$ cat config.mk
export PLATFORM = sky130hd
export DESIGN_NAME = lcdDriver
export DESIGN_NICKNAME = d
export VERILOG_FILES = /design/src/source/lcdPkg.sv /design/src/source/lcdDriver.sv /design/src/source/levelPwm.sv /design/src/source/phaseSequencer.sv /design/src/source/pinDriver.sv /design/src/source/segmentSelect.sv
export SDC_FILE = /design/constraint.sdc
export NUM_CORES = 1
export LEC_CHECK = 0
export BUFFER_PORTS_ARGS = -buffer_cell sky130_fd_sc_hd__buf_2
export CORE_MARGIN = 3
export CORE_UTILIZATION = 54
export DETAILED_ROUTE_END_ITERATION = 16
export GPL_ROUTABILITY_DRIVEN = 1
export PLACE_DENSITY = 0.83
export SETUP_SLACK_MARGIN = 0.4
export SYNTH_ARGS = -nofsm -noshare
export SYNTH_HDL_FRONTEND = slang
export SYNTH_HIERARCHICAL = 1
export SYNTH_SLANG_ARGS = --single-unit
$ cat constraint.sdc
create_clock -name Clock -period 3.7 [get_ports Clock]
set_clock_uncertainty 0.05 [all_clocks]
set_input_delay 0.74 -clock Clock [delete_from_list [all_inputs] [get_ports Clock]]
set_output_delay 0.74 -clock Clock [all_outputs]
set_load 0.02 [all_outputs]
$ cat src/source/lcdPkg.sv
// Glass geometry, segment bit positions and drive types shared by every LCD controller module
`default_nettype none

package lcdPkg;

	localparam int CharCount = 8;
	localparam int ComCount = 4;
	// Groups per character in line order: ABCP, FED, IJKN, HGLM
	localparam int LineGroupCount = 4;
	localparam int SegLineCount = CharCount * LineGroupCount;

	// Bits 0..13 are segments a..n, bit 14 is the point
	typedef logic [14:0] glyph_t;

	// Index 0 is the rightmost character
	typedef glyph_t [CharCount-1:0] displayFrame_t;

	typedef logic [3:0] segIndex_t;

	localparam segIndex_t segA = 4'd0;
	localparam segIndex_t segB = 4'd1;
	localparam segIndex_t segC = 4'd2;
	localparam segIndex_t segD = 4'd3;
	localparam segIndex_t segE = 4'd4;
	localparam segIndex_t segF = 4'd5;
	localparam segIndex_t segG = 4'd6;
	localparam segIndex_t segH = 4'd7;
	localparam segIndex_t segI = 4'd8;
	localparam segIndex_t segJ = 4'd9;
	localparam segIndex_t segK = 4'd10;
	localparam segIndex_t segL = 4'd11;
	localparam segIndex_t segM = 4'd12;
	localparam segIndex_t segN = 4'd13;
	localparam segIndex_t segP = 4'd14;
	// Nothing on the glass behind this line for that common
	localparam segIndex_t segNone = 4'd15;

	// Rows are line groups, columns are common lines
	localparam segIndex_t segmentOrder [LineGroupCount][ComCount] = '{
		'{segA, segB, segC, segP},
		'{segNone, segF, segE, segD},
		'{segI, segJ, segK, segN},
		'{segH, segG, segL, segM}
	};

	// Drive level in thirds of the supply
	typedef logic [1:0] level_t;

	localparam level_t LevelZero = 2'd0;
	localparam level_t LevelThird = 2'd1;
	localparam level_t LevelTwoThirds = 2'd2;
	localparam level_t LevelFull = 2'd3;

	// Counts 0H..3H then 0L..3L
	typedef struct packed {
		logic       lowHalf;
		logic [1:0] comIndex;
	} phase_t;

	// Segment line index is character * 4 + group
	typedef struct packed {
		logic [ComCount-1:0]     com;
		logic [SegLineCount-1:0] seg;
	} lcdPins_t;

endpackage

`default_nettype wire

$ cat src/source/lcdDriver.sv
// Top level of the 4-backplane LCD controller; set ClockHz and PhaseUs for the target clock
`default_nettype none

module lcdDriver
	import lcdPkg::*;
#(
	parameter int ClockHz = 10_000_000,
	parameter int PhaseUs = 1000
)(
	input  wire                Clock,
	input  wire                Reset,
	input  wire displayFrame_t Frame_i,
	// Each line needs an RC filter to recover the analog level
	output lcdPins_t           Pins_o
);

	phase_t                  phase;
	logic [SegLineCount-1:0] segOn;
	logic                    pwmThird;
	logic                    pwmTwoThirds;

	phaseSequencer #(
		.ClockHz(ClockHz),
		.PhaseUs(PhaseUs)
	) i_phaseSequencer (
		.Clock(Clock),
		.Reset(Reset),
		.Phase_o(phase)
	);

	levelPwm i_levelPwm (
		.Clock(Clock),
		.Reset(Reset),
		.PwmThird_o(pwmThird),
		.PwmTwoThirds_o(pwmTwoThirds)
	);

	segmentSelect i_segmentSelect (
		.Frame_i(Frame_i),
		.Phase_i(phase),
		.SegOn_o(segOn)
	);

	pinDriver i_pinDriver (
		.Clock(Clock),
		.Reset(Reset),
		.Phase_i(phase),
		.SegOn_i(segOn),
		.PwmThird_i(pwmThird),
		.PwmTwoThirds_i(pwmTwoThirds),
		.Pins_o(Pins_o)
	);

endmodule

`default_nettype wire

$ cat src/source/levelPwm.sv
// Free-running divide-by-three PWM giving the 1/3 and 2/3 duty waveforms for the drive levels
`default_nettype none

module levelPwm (
	input  wire  Clock,
	input  wire  Reset,
	output logic PwmThird_o,
	output logic PwmTwoThirds_o
);

	logic [1:0] step;

	// Mod-3 counter
	always_ff @(posedge Clock, negedge Reset) begin
		if (!Reset) begin
			step <= 2'd0;
		end else if (step == 2'd2) begin
			step <= 2'd0;
		end else begin
			step <= step + 2'd1;
		end
	end

	// Registered decode keeps the outputs glitch free
	always_ff @(posedge Clock, negedge Reset) begin
		if (!Reset) begin
			PwmThird_o <= 1'b0;
			PwmTwoThirds_o <= 1'b0;
		end else begin
			PwmThird_o <= (step == 2'd0);
			PwmTwoThirds_o <= (step != 2'd2);
		end
	end

endmodule

`default_nettype wire

$ cat src/source/phaseSequencer.sv
// Steps the eight drive phases of the glass, one every PhaseUs microseconds of Clock
`default_nettype none

module phaseSequencer
	import lcdPkg::*;
#(
	parameter int ClockHz = 10_000_000,
	parameter int PhaseUs = 1000
)(
	input  wire    Clock,
	input  wire    Reset,
	output phase_t Phase_o
);

	localparam longint PhaseCycles = longint'(ClockHz) * PhaseUs / 1_000_000;
	localparam int CountWidth = (PhaseCycles > 1) ? $clog2(PhaseCycles) : 1;
	localparam logic [CountWidth-1:0] LastCount = CountWidth'(PhaseCycles - 1);

	logic [CountWidth-1:0] cycleCount;
	logic                  phaseStrobe;

	assign phaseStrobe = (cycleCount == LastCount);

	// Phase period counter
	always_ff @(posedge Clock, negedge Reset) begin
		if (!Reset) begin
			cycleCount <= '0;
		end else if (phaseStrobe) begin
			cycleCount <= '0;
		end else begin
			cycleCount <= cycleCount + 1'b1;
		end
	end

	// Carry out of comIndex flips the polarity half
	// so each common sees both halves once per frame
	always_ff @(posedge Clock, negedge Reset) begin
		if (!Reset) begin
			Phase_o <= '0;
		end else if (phaseStrobe) begin
			Phase_o <= phase_t'(Phase_o + 3'd1);
		end
	end

endmodule

`default_nettype wire

$ cat src/source/pinDriver.sv
// Encodes every common and segment line into a drive level and registers its PWM bit
`default_nettype none

module pinDriver
	import lcdPkg::*;
(
	input  wire                    Clock,
	input  wire                    Reset,
	input  wire phase_t            Phase_i,
	input  wire [SegLineCount-1:0] SegOn_i,
	input  wire                    PwmThird_i,
	input  wire                    PwmTwoThirds_i,
	output lcdPins_t               Pins_o
);

	level_t   comLevels [ComCount];
	level_t   segLevels [SegLineCount];
	lcdPins_t pinsNext;

	// Active common at the rail of its half, inactive ones one third inside
	function automatic level_t comLevel(input logic active, input logic lowHalf);
		case ({lowHalf, active})
			2'b01:   return LevelFull;
			2'b00:   return LevelThird;
			2'b11:   return LevelZero;
			default: return LevelTwoThirds;
		endcase
	endfunction

	// On segments sit opposite the active common
	function automatic level_t segLevel(input logic on, input logic lowHalf);
		case ({lowHalf, on})
			2'b01:   return LevelZero;
			2'b00:   return LevelTwoThirds;
			2'b11:   return LevelFull;
			default: return LevelThird;
		endcase
	endfunction

	function automatic logic levelBit(input level_t level, input logic third, input logic twoThirds);
		case (level)
			LevelZero:      return 1'b0;
			LevelThird:     return third;
			LevelTwoThirds: return twoThirds;
			default:        return 1'b1;
		endcase
	endfunction

	always_comb begin
		for (int i = 0; i < ComCount; i++) begin
			comLevels[i] = comLevel(Phase_i.comIndex == i, Phase_i.lowHalf);
			pinsNext.com[i] = levelBit(comLevels[i], PwmThird_i, PwmTwoThirds_i);
		end
		for (int i = 0; i < SegLineCount; i++) begin
			segLevels[i] = segLevel(SegOn_i[i], Phase_i.lowHalf);
			pinsNext.seg[i] = levelBit(segLevels[i], PwmThird_i, PwmTwoThirds_i);
		end
	end

	always_ff @(posedge Clock, negedge Reset) begin
		if (!Reset) begin
			Pins_o <= '0;
		end else begin
			Pins_o <= pinsNext;
		end
	end

endmodule

`default_nettype wire

$ cat src/source/segmentSelect.sv
// Picks for each segment line the glyph bit shown on the currently active common
`default_nettype none

module segmentSelect
	import lcdPkg::*;
(
	input  wire displayFrame_t      Frame_i,
	input  wire phase_t             Phase_i,
	output logic [SegLineCount-1:0] SegOn_o
);

	// Only the common index matters here
	// polarity is applied in the pin driver
	function automatic logic lineOn(
		input glyph_t    glyph,
		input int        group,
		input logic [1:0] comIndex
	);
		segIndex_t bitIndex;
		bitIndex = segmentOrder[group][comIndex];
		if (bitIndex == segNone) begin
			return 1'b0;
		end
		return glyph[bitIndex];
	endfunction

	genvar c;
	genvar g;
	generate
		for (c = 0; c < CharCount; c++) begin : charLines
			for (g = 0; g < LineGroupCount; g++) begin : groupLines
				assign SegOn_o[c*LineGroupCount + g] = lineOn(Frame_i[c], g, Phase_i.comIndex);
			end
		end
	endgenerate

endmodule

`default_nettype wire

==> results of run 1 <==
-- cells in the mapped netlist (all sizes together) (8+ instances only) --
library cell and number:
o21a 10, nor2 45, dfrtp 56, xnor2 8
o22ai 15, nand2 30, mux4 41, mux2i 44
a211oi 38, a21oi 44, o21ai 69, buf 41
nor2b 9, a31oi 8, clkbuf 18, nor3b 28
ha 9
-- kinds of logic after synthesis --
family	after synthesis
fa+ha+maj	9
buf+inv	64
flops	56
xor+xnor	14
compound gates	211
simple gates	136
mux	86
-- metrics by stage --
stage	setup slack, ps	instance area (sq um)	total power (W)
after detailed placement	896.6	6266	0.0008531
after global routing	607.9	6367	0.001265
after floorplan	729.9	5487	0.0007131
after global placement	904.6	6266	0.0008470
after CTS	857.2	6362	0.001218
final	802.0	6370	0.001221
-- report_power, final --
group | switching (W) | internal [W] | total, W
combinational | 0.000126 | 0.000111 | 0.000237
sequential | 0 | 0.000613 | 0.000613
clock | 0.000231 | 0.000140 | 0.000371
total | 0.000357 | 0.000864 | 0.00122
-- flip-flops by register name, indices dropped and copies added, names as in the netlist --
name                         count
i_pinDriver/Pins_o              36
i_phaseSequencer/cycleCount     14
i_phaseSequencer/Phase_o         3
i_levelPwm/PwmThird_o            1
i_levelPwm/PwmTwoThirds_o        1
i_levelPwm/step                  1
-- critical path: cells and delay by family (launching register included) --
family,cells,cell delay [ps]
AOI/OAI and AO/OA,3,380
adders and majority gates,1,530
buffers and inverters,2,660
DFF,1,370
muxes,2,760
-- worst paths after layout --
kind	cells past startpoint	endpoint	slack, ps	start
max	8	i_pinDriver/Pins_o[17]	800	i_phaseSequencer/Phase_o[1]
min	1	i_levelPwm/PwmThird_o	430	i_levelPwm/step[1]
max reg2reg	8	i_pinDriver/Pins_o[17]	800	i_phaseSequencer/Phase_o[1]
min reg2reg	1	i_levelPwm/PwmThird_o	430	i_levelPwm/step[1]
max in group asynchronous	2	i_pinDriver/Pins_o[23]	2430	Reset
min in group asynchronous	1	i_phaseSequencer/cycleCount[1]	470	Reset
-- per-layer routing --
layer | track usage | vias up | part of all wire
met1 | 0.4681 | 2737 | 0.39
met3 | 0.06020 | 76 | 0.11
li1 | - | 2487 | -
met4 | 0.1416 | 0 | 0.043
met2 | 0.5324 | 476 | 0.46
met5 | 0 | - | 0
-- area by class of cell --
type / instances / area (sq um) / share of cell area
inverters: 5 / 18.77 / 0.002946
clock buffers: 5 / 68.82 / 0.01080
repair buffers: 181 / 978.4 / 0.1536
well taps: 133 / 166.4 / 0.02612
flip-flops and latches: 56 / 1401 / 0.2200
clock inverters: 3 / 27.53 / 0.004321
diodes: 3 / 7.507 / 0.001179
multi-input cells: 456 / 3701 / 0.5810
==> flow_summary.ini, run 1 <==
[run_status]
status = finished clean

[yosys]
synthFlopType = dfrtp_1
yosysTopAreaCell = dfrtp_1
synth_cell_type_count = 50
synth_xor_area_frac = 0.02509
synth_compound_area_frac = 0.2445
async_reset_ff_frac = 1.000
synth_mux_area_frac = 0.2506
synth.net_count = 707
synth_top_family_by_area = multiplexers
synth.avg_cell_area_sq_um = 9.525
ys_seq_area_frac = 0.2554
synth_seq_cells = 56
synth-adder-area-share = 0.02052
synth_edf_count = 0
syn_area_sq_um = 5487
synth_area_leaders = dfrtp_1 (26%), mux4_2 (17%), mux2i_1 (8.0%)
synth_top_area_frac = 0.2554
synth_cells = 576
synthSimpleGateAreaFrac = 0.1330
yosysWarnings = 6

[sta]
hold_violations = 0
whs_ps = 432.3
fin_crit_ps = 2898
grt_setup_unrepaired = no
fin_setup_tns_ps = 0
timing.fmax_mhz = 345.1
slew_violations = 0
slew_headroom = 0.4135
fin_crit_sh = 0.7833
setup_viol_count_final = 0
worstMarginPinSlew_ps = 879.7

[floorplanning]
row_count = 36
io_pins = 158
die-height_um = 106.8
start_util = 0.5587
core_area_sq_um = 9819
dieArea_sq_um = 11410
die_x_um = 106.8

[drt]
remaining_drc_errors = 0
post_drt_wl_per_cell_um = 23.29
detail-route-antenna-nets = 0
wirelength_um = 19610
drt-initial-drc-count = 628
via_count = 5776
viasPerCell = 6.860
drt_first_pass_iters = 7

[grt]
grt_max_degree = 41
grt-ovfl-total = 0
grt_pass1_wl_um = 30200
antenna_found_initial = 3
first_global_vias = 5433
grt_usage = 0.3402

[clock_network]
post_cts_buffers = 0
cts_resized = 0
clockBufferDepth = 2
root_buffer = clkbuf_8
cts_tree = yes
clk_latency_ps = 330
clkTransAtPathRegs_ps = 120
htree_levels = 2
cts_buffers = 5
clock_sinks = 56
hold_buffers = 0

[final_layout]
mostFrequentLayoutCell = buf_2
layout_common_cells = buf_2 (157), dfrtp_1 (56), o21ai_1 (48), nor2_1 (45)
drive_gt1_frac = 0.3428
finalNonFillerCells = 842
area_growth_pct = 16.10
post-route-util = 0.6487
nFillCells = 882
fin_nets = 836

[job]
maxCapViolCount = 0

[placed_design]
numPortBuffers = 157
place_hpwl_um = 15020
gp_congestion = 0.9936
placedCellCount = 831

[power]
peakVddDrop_uv = 171.8
p_per_area_nw_per_um2 = 191.6
power_leakage_nw = 2.772

[critical_path]
slowest_stage = ha_2
path_class = register to register
critPathLaunchType = register
critPathMaxStageDelay_ps = 530
path_cells = buf_4 > ha_2 > buf_4 > mux4_2 > mux2i_1 > o22ai_1 > o21ai_1 > o21ai_1
critPathRequiredTime_ps = 3840
critical_path.max_fanout = 20
critPathCaptureType = register
crit_arrival_ps = 3040

[min_path]
min_path_type = register to register
(Power assumes the default switching activity.)
==> run 2, diff against run 1 <==
Clock period 3.7 ns to 2.72 ns, I/O delays scaled along.
==> run 2 against run 1 <==
Effect of this change: register-to-register slack worse by 470 ps; cell area is 14% higher; count of clock-buffer cells in the layout stayed put; final cell count is 4.0% higher; largest power group unchanged; first-iteration DRC count is 21% higher; clock power is 32% higher; hold slack worse by 140 ps.
==> flow_summary.ini, run 2 (same netlist as run 1, synthesis figures left out) <==
[critical_path]
r2r_start = i_phaseSequencer/Phase_o[1]
crit_arrival_ps = 2540
critPathLaunchType = register
critPathCaptureType = register
critPathRequiredTime_ps = 2880
critical_path.max_fanout = 10
startpoint = i_phaseSequencer/Phase_o[1]
path_class = register to register

[floorplanning]
dieArea_sq_um = 11410
row_count = 36
die-height_um = 106.8
core_area_sq_um = 9819
start_util = 0.5587
io_pins = 158
die_x_um = 106.8

[drt]
drt_first_pass_iters = 5
remaining_drc_errors = 0
wirelength_um = 21270
detail-route-antenna-nets = 0
via_count = 6061
drt-initial-drc-count = 760
post_drt_wl_per_cell_um = 24.28
viasPerCell = 6.919

[grt]
antenna_found_initial = 3
grt_usage = 0.3457
grt_pass1_wl_um = 30710
grt-ovfl-total = 0
grt_max_degree = 57
first_global_vias = 5587

[final_layout]
largest_register_ffs = 36
nFillCells = 705
mostFrequentLayoutCell = buf_2
post-route-util = 0.7413
top_register = i_pinDriver/Pins_o
multi_input_area_sq_um = 4090
fin_nets = 873
layout_common_cells = buf_2 (157), dfrtp_1 (54), o21ai_1 (51), nor2_1 (43), a21oi_1 (42)
ff_latch_area_sq_um = 1404
biggestRegsByFlops = i_pinDriver/Pins_o x36, i_phaseSequencer/cycleCount x14, i_phaseSequencer/Phase_o x3
area_growth_pct = 32.68
diodes = 0
drive_gt1_frac = 0.4468

[placed_design]
numPortBuffers = 157
place_ws_ps = 224.4
gp_congestion = 0.9699
place_hpwl_um = 14530

[clock_network]
root_buffer = clkbuf_8
cts_tree = yes
cts_buffers = 5
clockBufferDepth = 2
clkTransAtPathRegs_ps = 120
clk_latency_ps = 330
hold_buffers = 0
clock_sinks = 56
htree_levels = 2

[sta]
setup_viol_count_final = 0
slew_violations = 0
worstMarginPinSlew_ps = 730.2
slew_headroom = 0.5132
fin_crit_sh = 0.8763
timing.fmax_mhz = 419.5
fin_setup_tns_ps = 0
hold_violations = 0
grt_setup_unrepaired = yes
fin_crit_ps = 2384
fin_ws_ps = 336.5
whs_ps = 291.8

[power]
power_leakage_nw = 3.086
p_per_area_nw_per_um2 = 228.8
peakVddDrop_uv = 199.9

[run_status]
status = finished clean

[min_path]
min_path_type = input port to async pin

[job]
maxCapViolCount = 0
run 2: cell count changes in the layout (fill, tap and decap cells not counted), moves of 7 or more:
cell       delta
a211oi_2     +10
a211oi_1     -10
o22ai_1       -8
a2111oi_0     -7
a2111oi_4     +7
buf_12       +10
buf_4        +17
o22ai_2       +8
run 2: layer usage:
metal | wire, um | part of all wire | global-route usage
met2 | 9465 | 0.44 | 0.5283
met4 | 881 | 0.041 | 0.1169
met5 | 20 | 0.00094 | 0
met1 | 7904 | 0.37 | 0.4867
met3 | 3000 | 0.14 | 0.07887
run 2: worst max-delay path, stage by stage (launching register included):
cell and delay, ps:
dfrtp_2 470, buf_12 150, ha_4 180, or2_4 290
buf_4 160, clkbuf_16 170, a211oi_1 300, a2111o_1 190
o22ai_2 100, o21ai_1 120, o21ai_1 80
run 2: worst paths after layout:
| path | endpoint | slack, ps | cells after the start |
|---|---|---|---|
| max | i_pinDriver/Pins_o[23] | 340 | 10 |
| min | i_pinDriver/Pins_o[18] | 290 | 2 |
| max reg2reg | i_pinDriver/Pins_o[23] | 340 | 10 |
| min reg2reg | i_levelPwm/step[1] | 420 | 1 |
| max in group asynchronous | i_phaseSequencer/Phase_o[1] | 1810 | 2 |
| min in group Clock | i_levelPwm/step[1] | 420 | 1 |
run 2: stage by stage:
step | power (W) | instance area (sq um) | cells
2_1_floorplan | 0.0009791 | 5680 | 576
3_3_place_gp | 0.001156 | 6539 | 839
3_5_place_dp | 0.001164 | 6539 | 839
4_1_cts | 0.001642 | 6766 | 854
5_1_grt | 0.001724 | 7279 | 876
6_report | 0.001665 | 7279 | 876
run 2: where the power goes:
part | total (W) | switching, W | internal, W
Combinational | 0.000340 | 0.000177 | 0.000163
Sequential | 0.000834 | 0 | 0.000834
Clock | 0.000491 | 0.000307 | 0.000184
run 2: repair_timing:
action,4_1_cts,5_1_grt
resized for setup,16,47
pin swaps,1,18
setup buffers,6,17
setup endpoints to repair,23,28
gates cloned,1,5
run 2: area by class of cell:
type | count | area share
clock inverter | 3 | 0.002922
multi-input combinational | 456 | 0.5619
sequential | 56 | 0.1929
timing repair buffer | 218 | 0.2066
clock buffer | 5 | 0.009453
inverter | 5 | 0.003438
tap | 133 | 0.02286
==> run 3, diff against run 2 <==
Settings changed: REMOVE_ABC_BUFFERS set to 1.
==> run 3 against run 2 <==
Effect of this change: utilization shrank 1.2 points; final cell count grew 0.11%; global-route usage shrank 1.2 points; sequential share of layout area grew 0.31 points; highest routed layer is now met4; critical endpoint is now i_pinDriver/Pins_o[11]; worst setup slack lost 16 ps; hold slack lost 150 ps; die area is the same.
==> flow_summary.ini, run 3 (same netlist as run 1, synthesis figures left out) <==
[run_status]
status = finished clean

[drt]
post_drt_wl_per_cell_um = 24.26
wirelength_um = 21270
remaining_drc_errors = 0
detail-route-antenna-nets = 0
viasPerCell = 7.056
drt_first_pass_iters = 5
drt-initial-drc-count = 873
via_count = 6188

[grt]
grt_usage = 0.3340
antenna_found_initial = 0
first_global_vias = 5489
grt_max_degree = 41
grt-ovfl-total = 0
grt_pass1_wl_um = 29930

[critical_path]
startpoint = i_phaseSequencer/Phase_o[1]
critPathLaunchType = register
critPathMaxStageDelay_ps = 460
critPathRequiredTime_ps = 2920
path_cells = buf_12 > ha_4 > or2_4 > buf_12 > a31o_4 > a311o_1 > o22ai_4 > o21ai_2 > o21ai_1
crit_top_cell = buf_12
slowest_stage = dfrtp_2
critPathCaptureType = register
path_buf_inv = 2
critical_path.max_fanout = 8
crit_family = compound AO/OA/AOI/OAI gates
crit_arrival_ps = 2600
r2r_start = i_phaseSequencer/Phase_o[1]
path_class = register to register

[clock_network]
clk_latency_ps = 320
cts_tree = yes
clockBufferDepth = 2
root_buffer = clkbuf_8
htree_levels = 2
cts_buffers = 5
clock_sinks = 56
clkTransAtPathRegs_ps = 120
hold_buffers = 0

[sta]
setup_viol_count_final = 0
whs_ps = 138.7
fin_crit_sh = 0.8821
slew_violations = 0
grt_setup_unrepaired = yes
hold_violations = 0
slew_headroom = 0.5923
timing.fmax_mhz = 416.8
fin_crit_ps = 2399
worstMarginPinSlew_ps = 609.3

[power]
power_leakage_nw = 3.090
p_per_area_nw_per_um2 = 232.0
p_sw_frac = 0.2879
clockPowerShare = 0.299
peakVddDrop_uv = 198.3
p_total_w = 0.001662
seqPwrFrac = 0.502
combPwrFrac = 0.200
p_int_w = 0.001184
switchingPower_w = 0.0004787

[floorplanning]
dieArea_sq_um = 11410
io_pins = 158
start_util = 0.5587
die_x_um = 106.8
core_area_sq_um = 9819
row_count = 36
die-height_um = 106.8

[placed_design]
numPortBuffers = 157
place_hpwl_um = 14010
gp_congestion = 0.9516
placedCellCount = 841

[final_layout]
area_growth_pct = 30.58
layout_common_cells = buf_2 (158), dfrtp_1 (54), o21ai_1 (49), nor2_1 (44), a21oi_1 (44)
top_register = i_pinDriver/Pins_o
biggestRegsByFlops = i_pinDriver/Pins_o x36, i_phaseSequencer/cycleCount x14, i_phaseSequencer/Phase_o x3
mostFrequentLayoutCell = buf_2
fin_nets = 874
nFillCells = 727
multi_input_area_sq_um = 3976
drive_gt1_frac = 0.4220
ff_latch_area_sq_um = 1404
diodes = 0
largest_register_ffs = 36
finalNonFillerCells = 877

[job]
maxCapViolCount = 0

[min_path]
min_path_type = input port to async pin
## run 3: cell type report
cell class	instances	share of cell area
clock inverters	3	0.003842
inverters	5	0.003144
multi-input cells	456	0.5550
flip-flops and latches	56	0.1959
clock buffers	5	0.009605
repair buffers	219	0.2092
well taps	133	0.02323
## run 3: path summary, 6_finish.rpt
kind | to | slack, ps | depth (start not counted)
worst min-delay path | i_pinDriver/Pins_o[5] | 140 | 1
worst min register to register | i_levelPwm/step[1] | 430 | 1
worst max-delay path | i_pinDriver/Pins_o[11] | 320 | 9
worst max register to register | i_pinDriver/Pins_o[11] | 320 | 9
min in group Clock | i_levelPwm/step[1] | 430 | 1
max in group asynchronous | i_phaseSequencer/Phase_o[0] | 1770 | 2
## run 3: power groups by stage
stage	sequential (W)	clock (W)	combinational, W
2_1_floorplan	0.000851	0	0.000119
3_3_place_gp	0.000850	0	0.000293
3_5_place_dp	0.000850	0	0.000301
4_1_cts	0.000834	0.000494	0.000305
5_1_grt	0.000834	0.000529	0.000349
6_report	0.000834	0.000496	0.000332
## run 3: per-stage QoR
step           cell area [sq um]  TNS, ps    util  worst slack (ps)
2_1_floorplan               5116   -28880       -             -1929
3_3_place_gp                6381        0  0.6498             267.5
3_5_place_dp                6381        0  0.6498             232.1
4_1_cts                     6589        0  0.6710             359.1
5_1_grt                     7164        0  0.7296             298.1
6_report                    7164        0  0.7296             320.8
## run 3: per-layer routing
metal	vias up	part of all wire	track usage
met5	-	0	0
met3	114	0.14	0.07285
met1	2917	0.36	0.4702
met2	593	0.45	0.5189
li1	2564	-	-
met4	0	0.042	0.1014
## run 3: repair_timing
action / CTS / global route
cloned: 1 / 6
setup endpoints to repair: 21 / 25
buffers inserted: 0 / 21
pin swaps: 1 / 14
resized for setup: 22 / 50
